===== src/include/fetch_defs.svh =====
`ifndef FETCH_DEFS_SVH
`define FETCH_DEFS_SVH

// Address and PC width
`define ADDR_W 32

// Instruction word width
`define INSN_W 32

// log2 of bytes per instruction, also the PC byte-offset width
`define INSN_BYTES_LOG 2

// BTB index width (16 entries)
`define BTB_IDX_W 4

// log2 of fetch queue depth (4 entries)
`define FQ_DEPTH_LOG 2

// First fetch address after reset
`define RESET_PC 32'h0000_0100

`endif


===== src/verilog/fetch_pkg.sv =====
`include "fetch_defs.svh"

package fetch_pkg;

   // Fetch FSM states
   // FS_DISCARD waits out a bus cycle whose data a flush made stale
   typedef enum logic [1:0]
   {
      FS_IDLE    = 2'd0,
      FS_BUS     = 2'd1,
      FS_DISCARD = 2'd2
   } fetch_state_t;

   // One fetched instruction on its way to decode
   typedef struct packed
   {
      logic [`ADDR_W-1:0] pc;
      logic [`INSN_W-1:0] ins;
      logic               pred_taken;
   } fetch_entry_t;

endpackage


===== src/verilog/fetch_push_if.sv =====
`timescale 1ns/1ps

// Push channel from the fetch controller into the fetch queue
interface fetch_push_if
   import fetch_pkg::*;
();

   logic         valid;
   fetch_entry_t entry;
   // Queue not full
   logic         ready;

   modport producer
   (
      output valid,
      output entry,
      input  ready
   );

   modport consumer
   (
      input  valid,
      input  entry,
      output ready
   );

endinterface


===== src/verilog/btb.sv =====
`timescale 1ns/1ps
`include "fetch_defs.svh"

module btb
   import fetch_pkg::*;
#(
   parameter int IDX_W = `BTB_IDX_W
)
(
   input  logic               clk,
   input  logic               rst_n,
   // Lookup from fetch
   input  logic [`ADDR_W-1:0] lookup_pc,
   output logic               pred_hit,
   output logic [`ADDR_W-1:0] pred_tgt,
   // Training from execute
   input  logic               bpu_wb,
   input  logic               bpu_wb_taken,
   input  logic [`ADDR_W-1:0] bpu_wb_pc,
   input  logic [`ADDR_W-1:0] bpu_wb_tgt
);
   localparam int ENTRIES = 1 << IDX_W;
   localparam int TAG_W   = `ADDR_W - IDX_W - `INSN_BYTES_LOG;

   logic [ENTRIES-1:0] vld;
   logic [TAG_W-1:0]   tag_mem [ENTRIES];
   logic [`ADDR_W-1:0] tgt_mem [ENTRIES];
   logic [1:0]         cnt_mem [ENTRIES];

   logic [IDX_W-1:0]   lk_idx;
   logic [TAG_W-1:0]   lk_tag;
   logic [IDX_W-1:0]   up_idx;
   logic [TAG_W-1:0]   up_tag;
   logic               up_match;

   // Index sits just above the byte offset, tag takes the rest
   assign lk_idx = lookup_pc[`INSN_BYTES_LOG +: IDX_W];
   assign lk_tag = lookup_pc[`ADDR_W-1 -: TAG_W];
   assign up_idx = bpu_wb_pc[`INSN_BYTES_LOG +: IDX_W];
   assign up_tag = bpu_wb_pc[`ADDR_W-1 -: TAG_W];

   // Predict taken only on weakly or strongly taken counters
   assign pred_hit = vld[lk_idx] & (tag_mem[lk_idx] == lk_tag) & cnt_mem[lk_idx][1];
   assign pred_tgt = tgt_mem[lk_idx];

   assign up_match = vld[up_idx] & (tag_mem[up_idx] == up_tag);

   always_ff @(posedge clk)
   begin
      if (!rst_n)
         vld <= '0;
      else if (bpu_wb && bpu_wb_taken)
         vld[up_idx] <= 1'b1;
   end

   always_ff @(posedge clk)
   begin
      if (bpu_wb && bpu_wb_taken)
      begin
         tgt_mem[up_idx] <= bpu_wb_tgt;
         if (!up_match)
         begin
            // Allocate as weakly taken
            tag_mem[up_idx] <= up_tag;
            cnt_mem[up_idx] <= 2'd2;
         end
         else if (cnt_mem[up_idx] != 2'd3)
            cnt_mem[up_idx] <= cnt_mem[up_idx] + 2'd1;
      end
      else if (bpu_wb && up_match && cnt_mem[up_idx] != 2'd0)
         cnt_mem[up_idx] <= cnt_mem[up_idx] - 2'd1;
   end

endmodule


===== src/verilog/fetch_ctrl.sv =====
`timescale 1ns/1ps
`include "fetch_defs.svh"

module fetch_ctrl
   import fetch_pkg::*;
(
   input  logic               clk,
   input  logic               rst_n,
   // Redirect from execute
   input  logic               flush,
   input  logic [`ADDR_W-1:0] flush_tgt,
   // BTB lookup
   output logic [`ADDR_W-1:0] lookup_pc,
   input  logic               pred_hit,
   input  logic [`ADDR_W-1:0] pred_tgt,
   // Wishbone classic read master
   output logic               wb_cyc,
   output logic               wb_stb,
   output logic [`ADDR_W-1:0] wb_adr,
   input  logic               wb_ack,
   input  logic [`INSN_W-1:0] wb_rdata,
   // Entries to the fetch queue
   fetch_push_if.producer     push
);
   localparam logic [`ADDR_W-1:0] PC_STEP = `ADDR_W'(1) << `INSN_BYTES_LOG;

   fetch_state_t       state;
   fetch_state_t       state_nxt;
   logic [`ADDR_W-1:0] pc;
   logic [`ADDR_W-1:0] pc_nxt;
   logic               start;
   logic               done;

   // New bus cycle only with queue space and no redirect pending
   assign start = (state == FS_IDLE) & push.ready & ~flush;
   assign done  = (state == FS_BUS) & wb_ack;

   // Next state
   always_comb
   begin
      state_nxt = state;
      case (state)
         FS_IDLE:
         begin
            if (start)
               state_nxt = FS_BUS;
         end
         FS_BUS:
         begin
            if (wb_ack)
               state_nxt = FS_IDLE;
            else if (flush)
               state_nxt = FS_DISCARD;
         end
         FS_DISCARD:
         begin
            // Stale data, drop it once the slave answers
            if (wb_ack)
               state_nxt = FS_IDLE;
         end
         default:
            state_nxt = FS_IDLE;
      endcase
   end

   always_ff @(posedge clk)
   begin
      if (!rst_n)
         state <= FS_IDLE;
      else
         state <= state_nxt;
   end

   // Next PC: flush wins, then prediction, then sequential step
   always_comb
   begin
      pc_nxt = pc;
      if (flush)
         pc_nxt = flush_tgt;
      else if (done)
         pc_nxt = pred_hit ? pred_tgt : pc + PC_STEP;
   end

   always_ff @(posedge clk)
   begin
      if (!rst_n)
         pc <= `RESET_PC;
      else
         pc <= pc_nxt;
   end

   // Bus address held for the whole cycle, even across a flush
   always_ff @(posedge clk)
   begin
      if (start)
         wb_adr <= pc;
   end

   assign wb_cyc = (state != FS_IDLE);
   assign wb_stb = wb_cyc;

   assign lookup_pc = pc;

   // A flush on the ack edge also kills the push
   assign push.valid = done & ~flush;
   assign push.entry = '{pc: wb_adr, ins: wb_rdata, pred_taken: pred_hit};

endmodule


===== src/verilog/fetch_queue.sv =====
`timescale 1ns/1ps
`include "fetch_defs.svh"

module fetch_queue
   import fetch_pkg::*;
#(
   parameter int DEPTH_LOG = `FQ_DEPTH_LOG
)
(
   input  logic           clk,
   input  logic           rst_n,
   input  logic           flush,
   // From fetch controller
   fetch_push_if.consumer push,
   // To decode
   output logic           id_valid,
   input  logic           id_ready,
   output fetch_entry_t   head
);
   localparam int DEPTH = 1 << DEPTH_LOG;

   fetch_entry_t         mem [DEPTH];
   logic [DEPTH_LOG-1:0] rd_ptr;
   logic [DEPTH_LOG-1:0] wr_ptr;
   logic [DEPTH_LOG:0]   count;
   logic                 do_push;
   logic                 do_pop;

   assign push.ready = (count != (DEPTH_LOG+1)'(DEPTH));
   assign id_valid   = (count != '0);
   assign head       = mem[rd_ptr];

   assign do_push = push.valid & push.ready;
   assign do_pop  = id_valid & id_ready;

   // Pointers and occupancy, flush empties the queue
   always_ff @(posedge clk)
   begin
      if (!rst_n || flush)
      begin
         rd_ptr <= '0;
         wr_ptr <= '0;
         count  <= '0;
      end
      else
      begin
         if (do_push)
            wr_ptr <= wr_ptr + 1'b1;
         if (do_pop)
            rd_ptr <= rd_ptr + 1'b1;
         case ({do_push, do_pop})
            2'b10:   count <= count + 1'b1;
            2'b01:   count <= count - 1'b1;
            default: count <= count;
         endcase
      end
   end

   // Entry storage
   always_ff @(posedge clk)
   begin
      if (do_push && !flush)
         mem[wr_ptr] <= push.entry;
   end

endmodule


===== src/verilog/frontend.sv =====
`timescale 1ns/1ps
`include "fetch_defs.svh"

module frontend
   import fetch_pkg::*;
(
   input  logic               clk,
   input  logic               rst_n,
   input  logic               flush,
   input  logic [`ADDR_W-1:0] flush_tgt,
   // To decode
   output logic               id_valid,
   input  logic               id_ready,
   output logic [`ADDR_W-1:0] id_pc,
   output logic [`INSN_W-1:0] id_ins,
   output logic               id_pred_taken,
   // BTB training from execute
   input  logic               bpu_wb,
   input  logic               bpu_wb_taken,
   input  logic [`ADDR_W-1:0] bpu_wb_pc,
   input  logic [`ADDR_W-1:0] bpu_wb_tgt,
   // Wishbone instruction bus
   output logic               wb_cyc,
   output logic               wb_stb,
   output logic [`ADDR_W-1:0] wb_adr,
   input  logic               wb_ack,
   input  logic [`INSN_W-1:0] wb_rdata
);
   logic [`ADDR_W-1:0] lookup_pc;
   logic               pred_hit;
   logic [`ADDR_W-1:0] pred_tgt;
   fetch_entry_t       head;

   fetch_push_if fq_push ();

   fetch_ctrl fetch_ctrl_i
   (
      .clk       (clk),
      .rst_n     (rst_n),
      .flush     (flush),
      .flush_tgt (flush_tgt),
      .lookup_pc (lookup_pc),
      .pred_hit  (pred_hit),
      .pred_tgt  (pred_tgt),
      .wb_cyc    (wb_cyc),
      .wb_stb    (wb_stb),
      .wb_adr    (wb_adr),
      .wb_ack    (wb_ack),
      .wb_rdata  (wb_rdata),
      .push      (fq_push.producer)
   );

   btb #(.IDX_W(`BTB_IDX_W)) btb_i
   (
      .clk          (clk),
      .rst_n        (rst_n),
      .lookup_pc    (lookup_pc),
      .pred_hit     (pred_hit),
      .pred_tgt     (pred_tgt),
      .bpu_wb       (bpu_wb),
      .bpu_wb_taken (bpu_wb_taken),
      .bpu_wb_pc    (bpu_wb_pc),
      .bpu_wb_tgt   (bpu_wb_tgt)
   );

   fetch_queue #(.DEPTH_LOG(`FQ_DEPTH_LOG)) fetch_queue_i
   (
      .clk      (clk),
      .rst_n    (rst_n),
      .flush    (flush),
      .push     (fq_push.consumer),
      .id_valid (id_valid),
      .id_ready (id_ready),
      .head     (head)
   );

   // Head entry out to the decode ports
   assign id_pc         = head.pc;
   assign id_ins        = head.ins;
   assign id_pred_taken = head.pred_taken;

endmodule


===== config.mk =====
export PLATFORM = sky130hd
export DESIGN_NAME = frontend
export DESIGN_NICKNAME = d
export VERILOG_FILES = /design/src/verilog/fetch_pkg.sv /design/src/verilog/fetch_push_if.sv /design/src/verilog/btb.sv /design/src/verilog/fetch_ctrl.sv /design/src/verilog/fetch_queue.sv /design/src/verilog/frontend.sv
export VERILOG_INCLUDE_DIRS = /design/src /design/src/include
export SDC_FILE = /design/constraint.sdc
export NUM_CORES = 1
export LEC_CHECK = 0
export BUFFER_PORTS_ARGS = -buffer_cell sky130_fd_sc_hd__buf_2
export CAP_MARGIN = 20
export CORE_MARGIN = 2
export CORE_UTILIZATION = 25
export DETAILED_ROUTE_END_ITERATION = 6
export GPL_ROUTABILITY_DRIVEN = 0
export MAX_ROUTING_LAYER = met4
export PLACE_DENSITY = 0.43
export SETUP_SLACK_MARGIN = 0.5
export SYNTH_ARGS = -nofsm -noshare
export SYNTH_HDL_FRONTEND = slang
export SYNTH_SLANG_ARGS = --single-unit

===== constraint.sdc =====
create_clock -name clk -period 6.55 [get_ports clk]
set_clock_uncertainty 0.15 [all_clocks]
set_input_delay 0.3275 -clock clk [delete_from_list [all_inputs] [get_ports clk]]
set_output_delay 0.3275 -clock clk [all_outputs]
set_load 0.01 [all_outputs]

==> summary.md <==
| Metric | Value |
|---|---|
| Design area | `65900 µm²` |
| RSZ-0062 raised after global routing | `false` |
| WS Path Type | `reg -> reg` |
| PwrDens | `285 nW/µm²` |
| CTS max path bufs | `3` |
| Max transition margin | `21.0%` |
| Proportion of netlist area held by the largest area contributor | `between 60 and 70%` |
| Total power | `approximately 19 mW` |
| Cells after synthesis | `between 2000 and 3000` |
| CTS buffer count | `148` |
| Leak | `roughly 20 nW` |
| Grt met1 use | `roughly a fifth` |
| Final critical-path required period | `roughly 5.6 ns` |
| CP Data Arrival Time | `just over 6 ns` |
| Primary FF master, synth | `edfxtp_1` |
| Final hold vios | `0` |
| Fin crit share | `85.2%` |
| PortBufs | `roughly 230` |
| CTS tree | `built` |
| WHS | `between 0.1 and 0.15 ns` |
| Avg Vias per Cell | `4.72` |
| Clock Latency Late Sink | `roughly 0.8 ns` |
| Syn-to-layout area delta | `20.2%` |
| Path type of the worst min-delay path | `in -> reg` |
| Worst-path clk slew | `around 0.06 ns` |
| WP data required | `~7.1 ns` |
| Post-synth top area cell | `edfxtp_1` |
| Outcome | `finished, violations left` |
| H-tree Lvls | `4` |
| ANT nets after route | `0` |
| Max-Cap Viols | `0` |
| Failing checks | `design-rule violations` |
| CP Launch Type | `register` |
| Hold wc startpoint | `wb_rdata[28]` |
| Mapped Nets | `around 2800` |
| Max Slew Vio Count | `0` |
| Post-layout nets | `about 3200` |
| Largest net degree at the start of global routing | `between 90 and 100` |
| Remaining Overflow, GRT | `0` |
| Routed len/inst | `27.7 µm` |
| Layout cells sized above 1 | `about a third` |
| Die height | `approximately 470 µm` |
| F_max | `around 180 MHz` |
| Clock Sinks | `~1300` |
| Antenna violations before repair | `27` |
| Finish-stage setup viols | `0` |
| Met2 Use GR | `between 20% and 30%` |
| Peak VDD IR | `between 0.2 and 0.3 mV` |
| GRT Overall Usage | `between 10% and 20%` |
| CP Capture Type | `register` |
| Root buf cell | `clkbuf_16` |
| Count leader, synth | `edfxtp_1` |
| Post-layout util | `between 30 and 40%` |
| YS warnings | `0` |
| Vias in the first global route | `just over 30000` |
| FP Rows | `about 170` |
| Slew @ Worst Pin | `1.17 ns` |
| Reg2Reg Depth | `12` |
| Hold buffers post-CTS | `146` |
| Most frequent cells after synthesis | `edfxtp_1, mux4_2, clkbuf_1` |
| Mapped cell area | `~55000 µm²` |
| WHS Endpoint | `fetch_queue_i.mem[2][29]` |
| Post-placement cell area | `59800 µm²` |
| IO Count | `235` |
| EDFF count, synth | `approximately 1300` |
| Area contributors post-synth | `edfxtp_1, mux4_2, dfxtp_1, mux2i_1, xnor2_1` |
| Setup Buffers After CTS | `0` |
| DIE AREA | `between 200000 and 250000 µm²` |
| Async S/R FF share, synth | `0%` |
| Core box area | `between 200000 and 250000 µm²` |
| First-pass iteration count of the detailed router | `7` |
| Synth unique cells | `72` |
| Global-route wire length before repair | `about 240000 µm` |
| Via count | `28700` |
| R2R setup slack | `approximately 1 ns` |
| Syn Area/Cell | `around 21 µm²` |
| Sequential share of the synthesized area | `between 70 and 80%` |
| Dpl hpwl | `between 100000 and 150000 µm` |
| DR DRC count | `9` |
| Met3 usage | `2.89%` |
| Resize count post-CTS | `0` |
| Post-synthesis register bit count | `about 1300` |
| Routed WL | `about 170000 µm` |
| GR peak layer | `met2` |
| Hold Crit Depth | `2` |
| CP Max Fanout | `39` |
| DIE WIDTH | `approximately 470 µm` |
| Initial core utilization | `25.2%` |
| Setup TNS | `0 ns` |
| Initial DRC count | `~2600` |
==> worst max-delay path by stage <==
stage | startpoint | end | slack, ns
final | register | register | 0.97
after global routing | register | fetch_ctrl_i.lookup_pc[8] | 0.72
after CTS | register | fetch_ctrl_i.lookup_pc[8] | 0.91
after detailed placement | register | fetch_ctrl_i.lookup_pc[8] | 1.46
after global placement | bpu_wb_pc[2] | btb_i.cnt_mem[11][0] | 1.42
after floorplan | bpu_wb_pc[5] | btb_i.tag_mem[8][0] | 1.41
==> worst max-delay path, cell delays in order (launching register included) <==
cell	delay (ns)
dfxtp_4	0.83
buf_4	0.46
mux4_2	0.59
nand3_1	0.10
o21ai_0	0.08
nor4bb_1	0.98
nor4_1	0.15
nand4_1	0.26
or3_1	0.33
inv_2	0.18
or4_1	0.54
a31oi_1	0.18
dlygate4sd3_1	0.58
==> routing by layer <==
metal | vias up | routed length [µm] | share of wire, %
met3 | 211 | 8460 | 5.0
met1 | 15500 | 74300 | 44
met2 | 784 | 81200 | 48
met5 | - | 0 | 0
met4 | 0 | 4420 | 2.6
li1 | 12200 | - | -
==> flip-flops by register name, indices dropped and copies added (netlist names), named ones only <==
register / count
btb_i.tag_mem: 416
fetch_ctrl_i.state: 2
fetch_queue_i.rd_ptr: 2
fetch_queue_i.mem: 260
fetch_queue_i.wr_ptr: 2
fetch_ctrl_i.lookup_pc: 32
fetch_ctrl_i.wb_adr: 32
btb_i.cnt_mem: 32
btb_i.tgt_mem: 512
btb_i.vld: 16
fetch_queue_i.count: 3
==> per-stage QoR <==
| step | setup slack, ns | instances |
|---|---|---|
| 2_1_floorplan | 1.41 | 2648 |
| 3_3_place_gp | 1.42 | 5651 |
| 3_5_place_dp | 1.46 | 5652 |
| 4_1_cts | 0.914 | 6066 |
| 5_1_grt | 0.724 | 6082 |
| 6_report | 0.973 | 6083 |
==> power by group <==
group | total [mW] | switching, mW | internal (mW)
combinational | 1.31 | 0.744 | 0.564
clock | 8.02 | 3.48 | 4.54
sequential | 9.45 | 0.128 | 9.32
total | 18.8 | 4.35 | 14.4
==> logic make-up after synthesis <==
logic type               Yosys count  synth area share [%]
AO/OA/AOI/OAI                    182                  2.24
XOR/XNOR                          56                 0.908
adder cells (fa/ha/maj)            9                 0.219
buffers and inverters            184                  1.48
flip-flops                      1315                  70.9
multiplexers                     550                  20.7
AND/OR/NAND/NOR                  352                  3.53
==> layout make-up <==
cell class / instances / area [µm²]
multi-input combinational: 1149 / 15300
timing repair buffer: 461 / 3400
sequential: 1315 / 38900
clock inverter: 86 / 759
tap: 2854 / 3570
fill: 21000 / 152000
inverter: 19 / 73.8
antenna: 17 / 42.5
clock buffer: 182 / 3890
==> layout by cell type, fill, tap and decap left out, types with 31 or more instances in the layout <==
| cell | n |
|---|---|
| edfxtp_1 | 1252 |
| mux4_2 | 461 |
| buf_2 | 230 |
| clkbuf_16 | 151 |
| dlygate4sd3_1 | 146 |
| mux2i_1 | 72 |
| buf_4 | 72 |
| nand2_1 | 69 |
| dfxtp_1 | 57 |
| nor2_1 | 46 |
| xnor2_1 | 40 |
| nand3_1 | 39 |
| clkinv_1 | 38 |
| o21ai_0 | 37 |
| clkbuf_1 | 31 |
No activity file was read; power rests on OpenSTA's default activity.
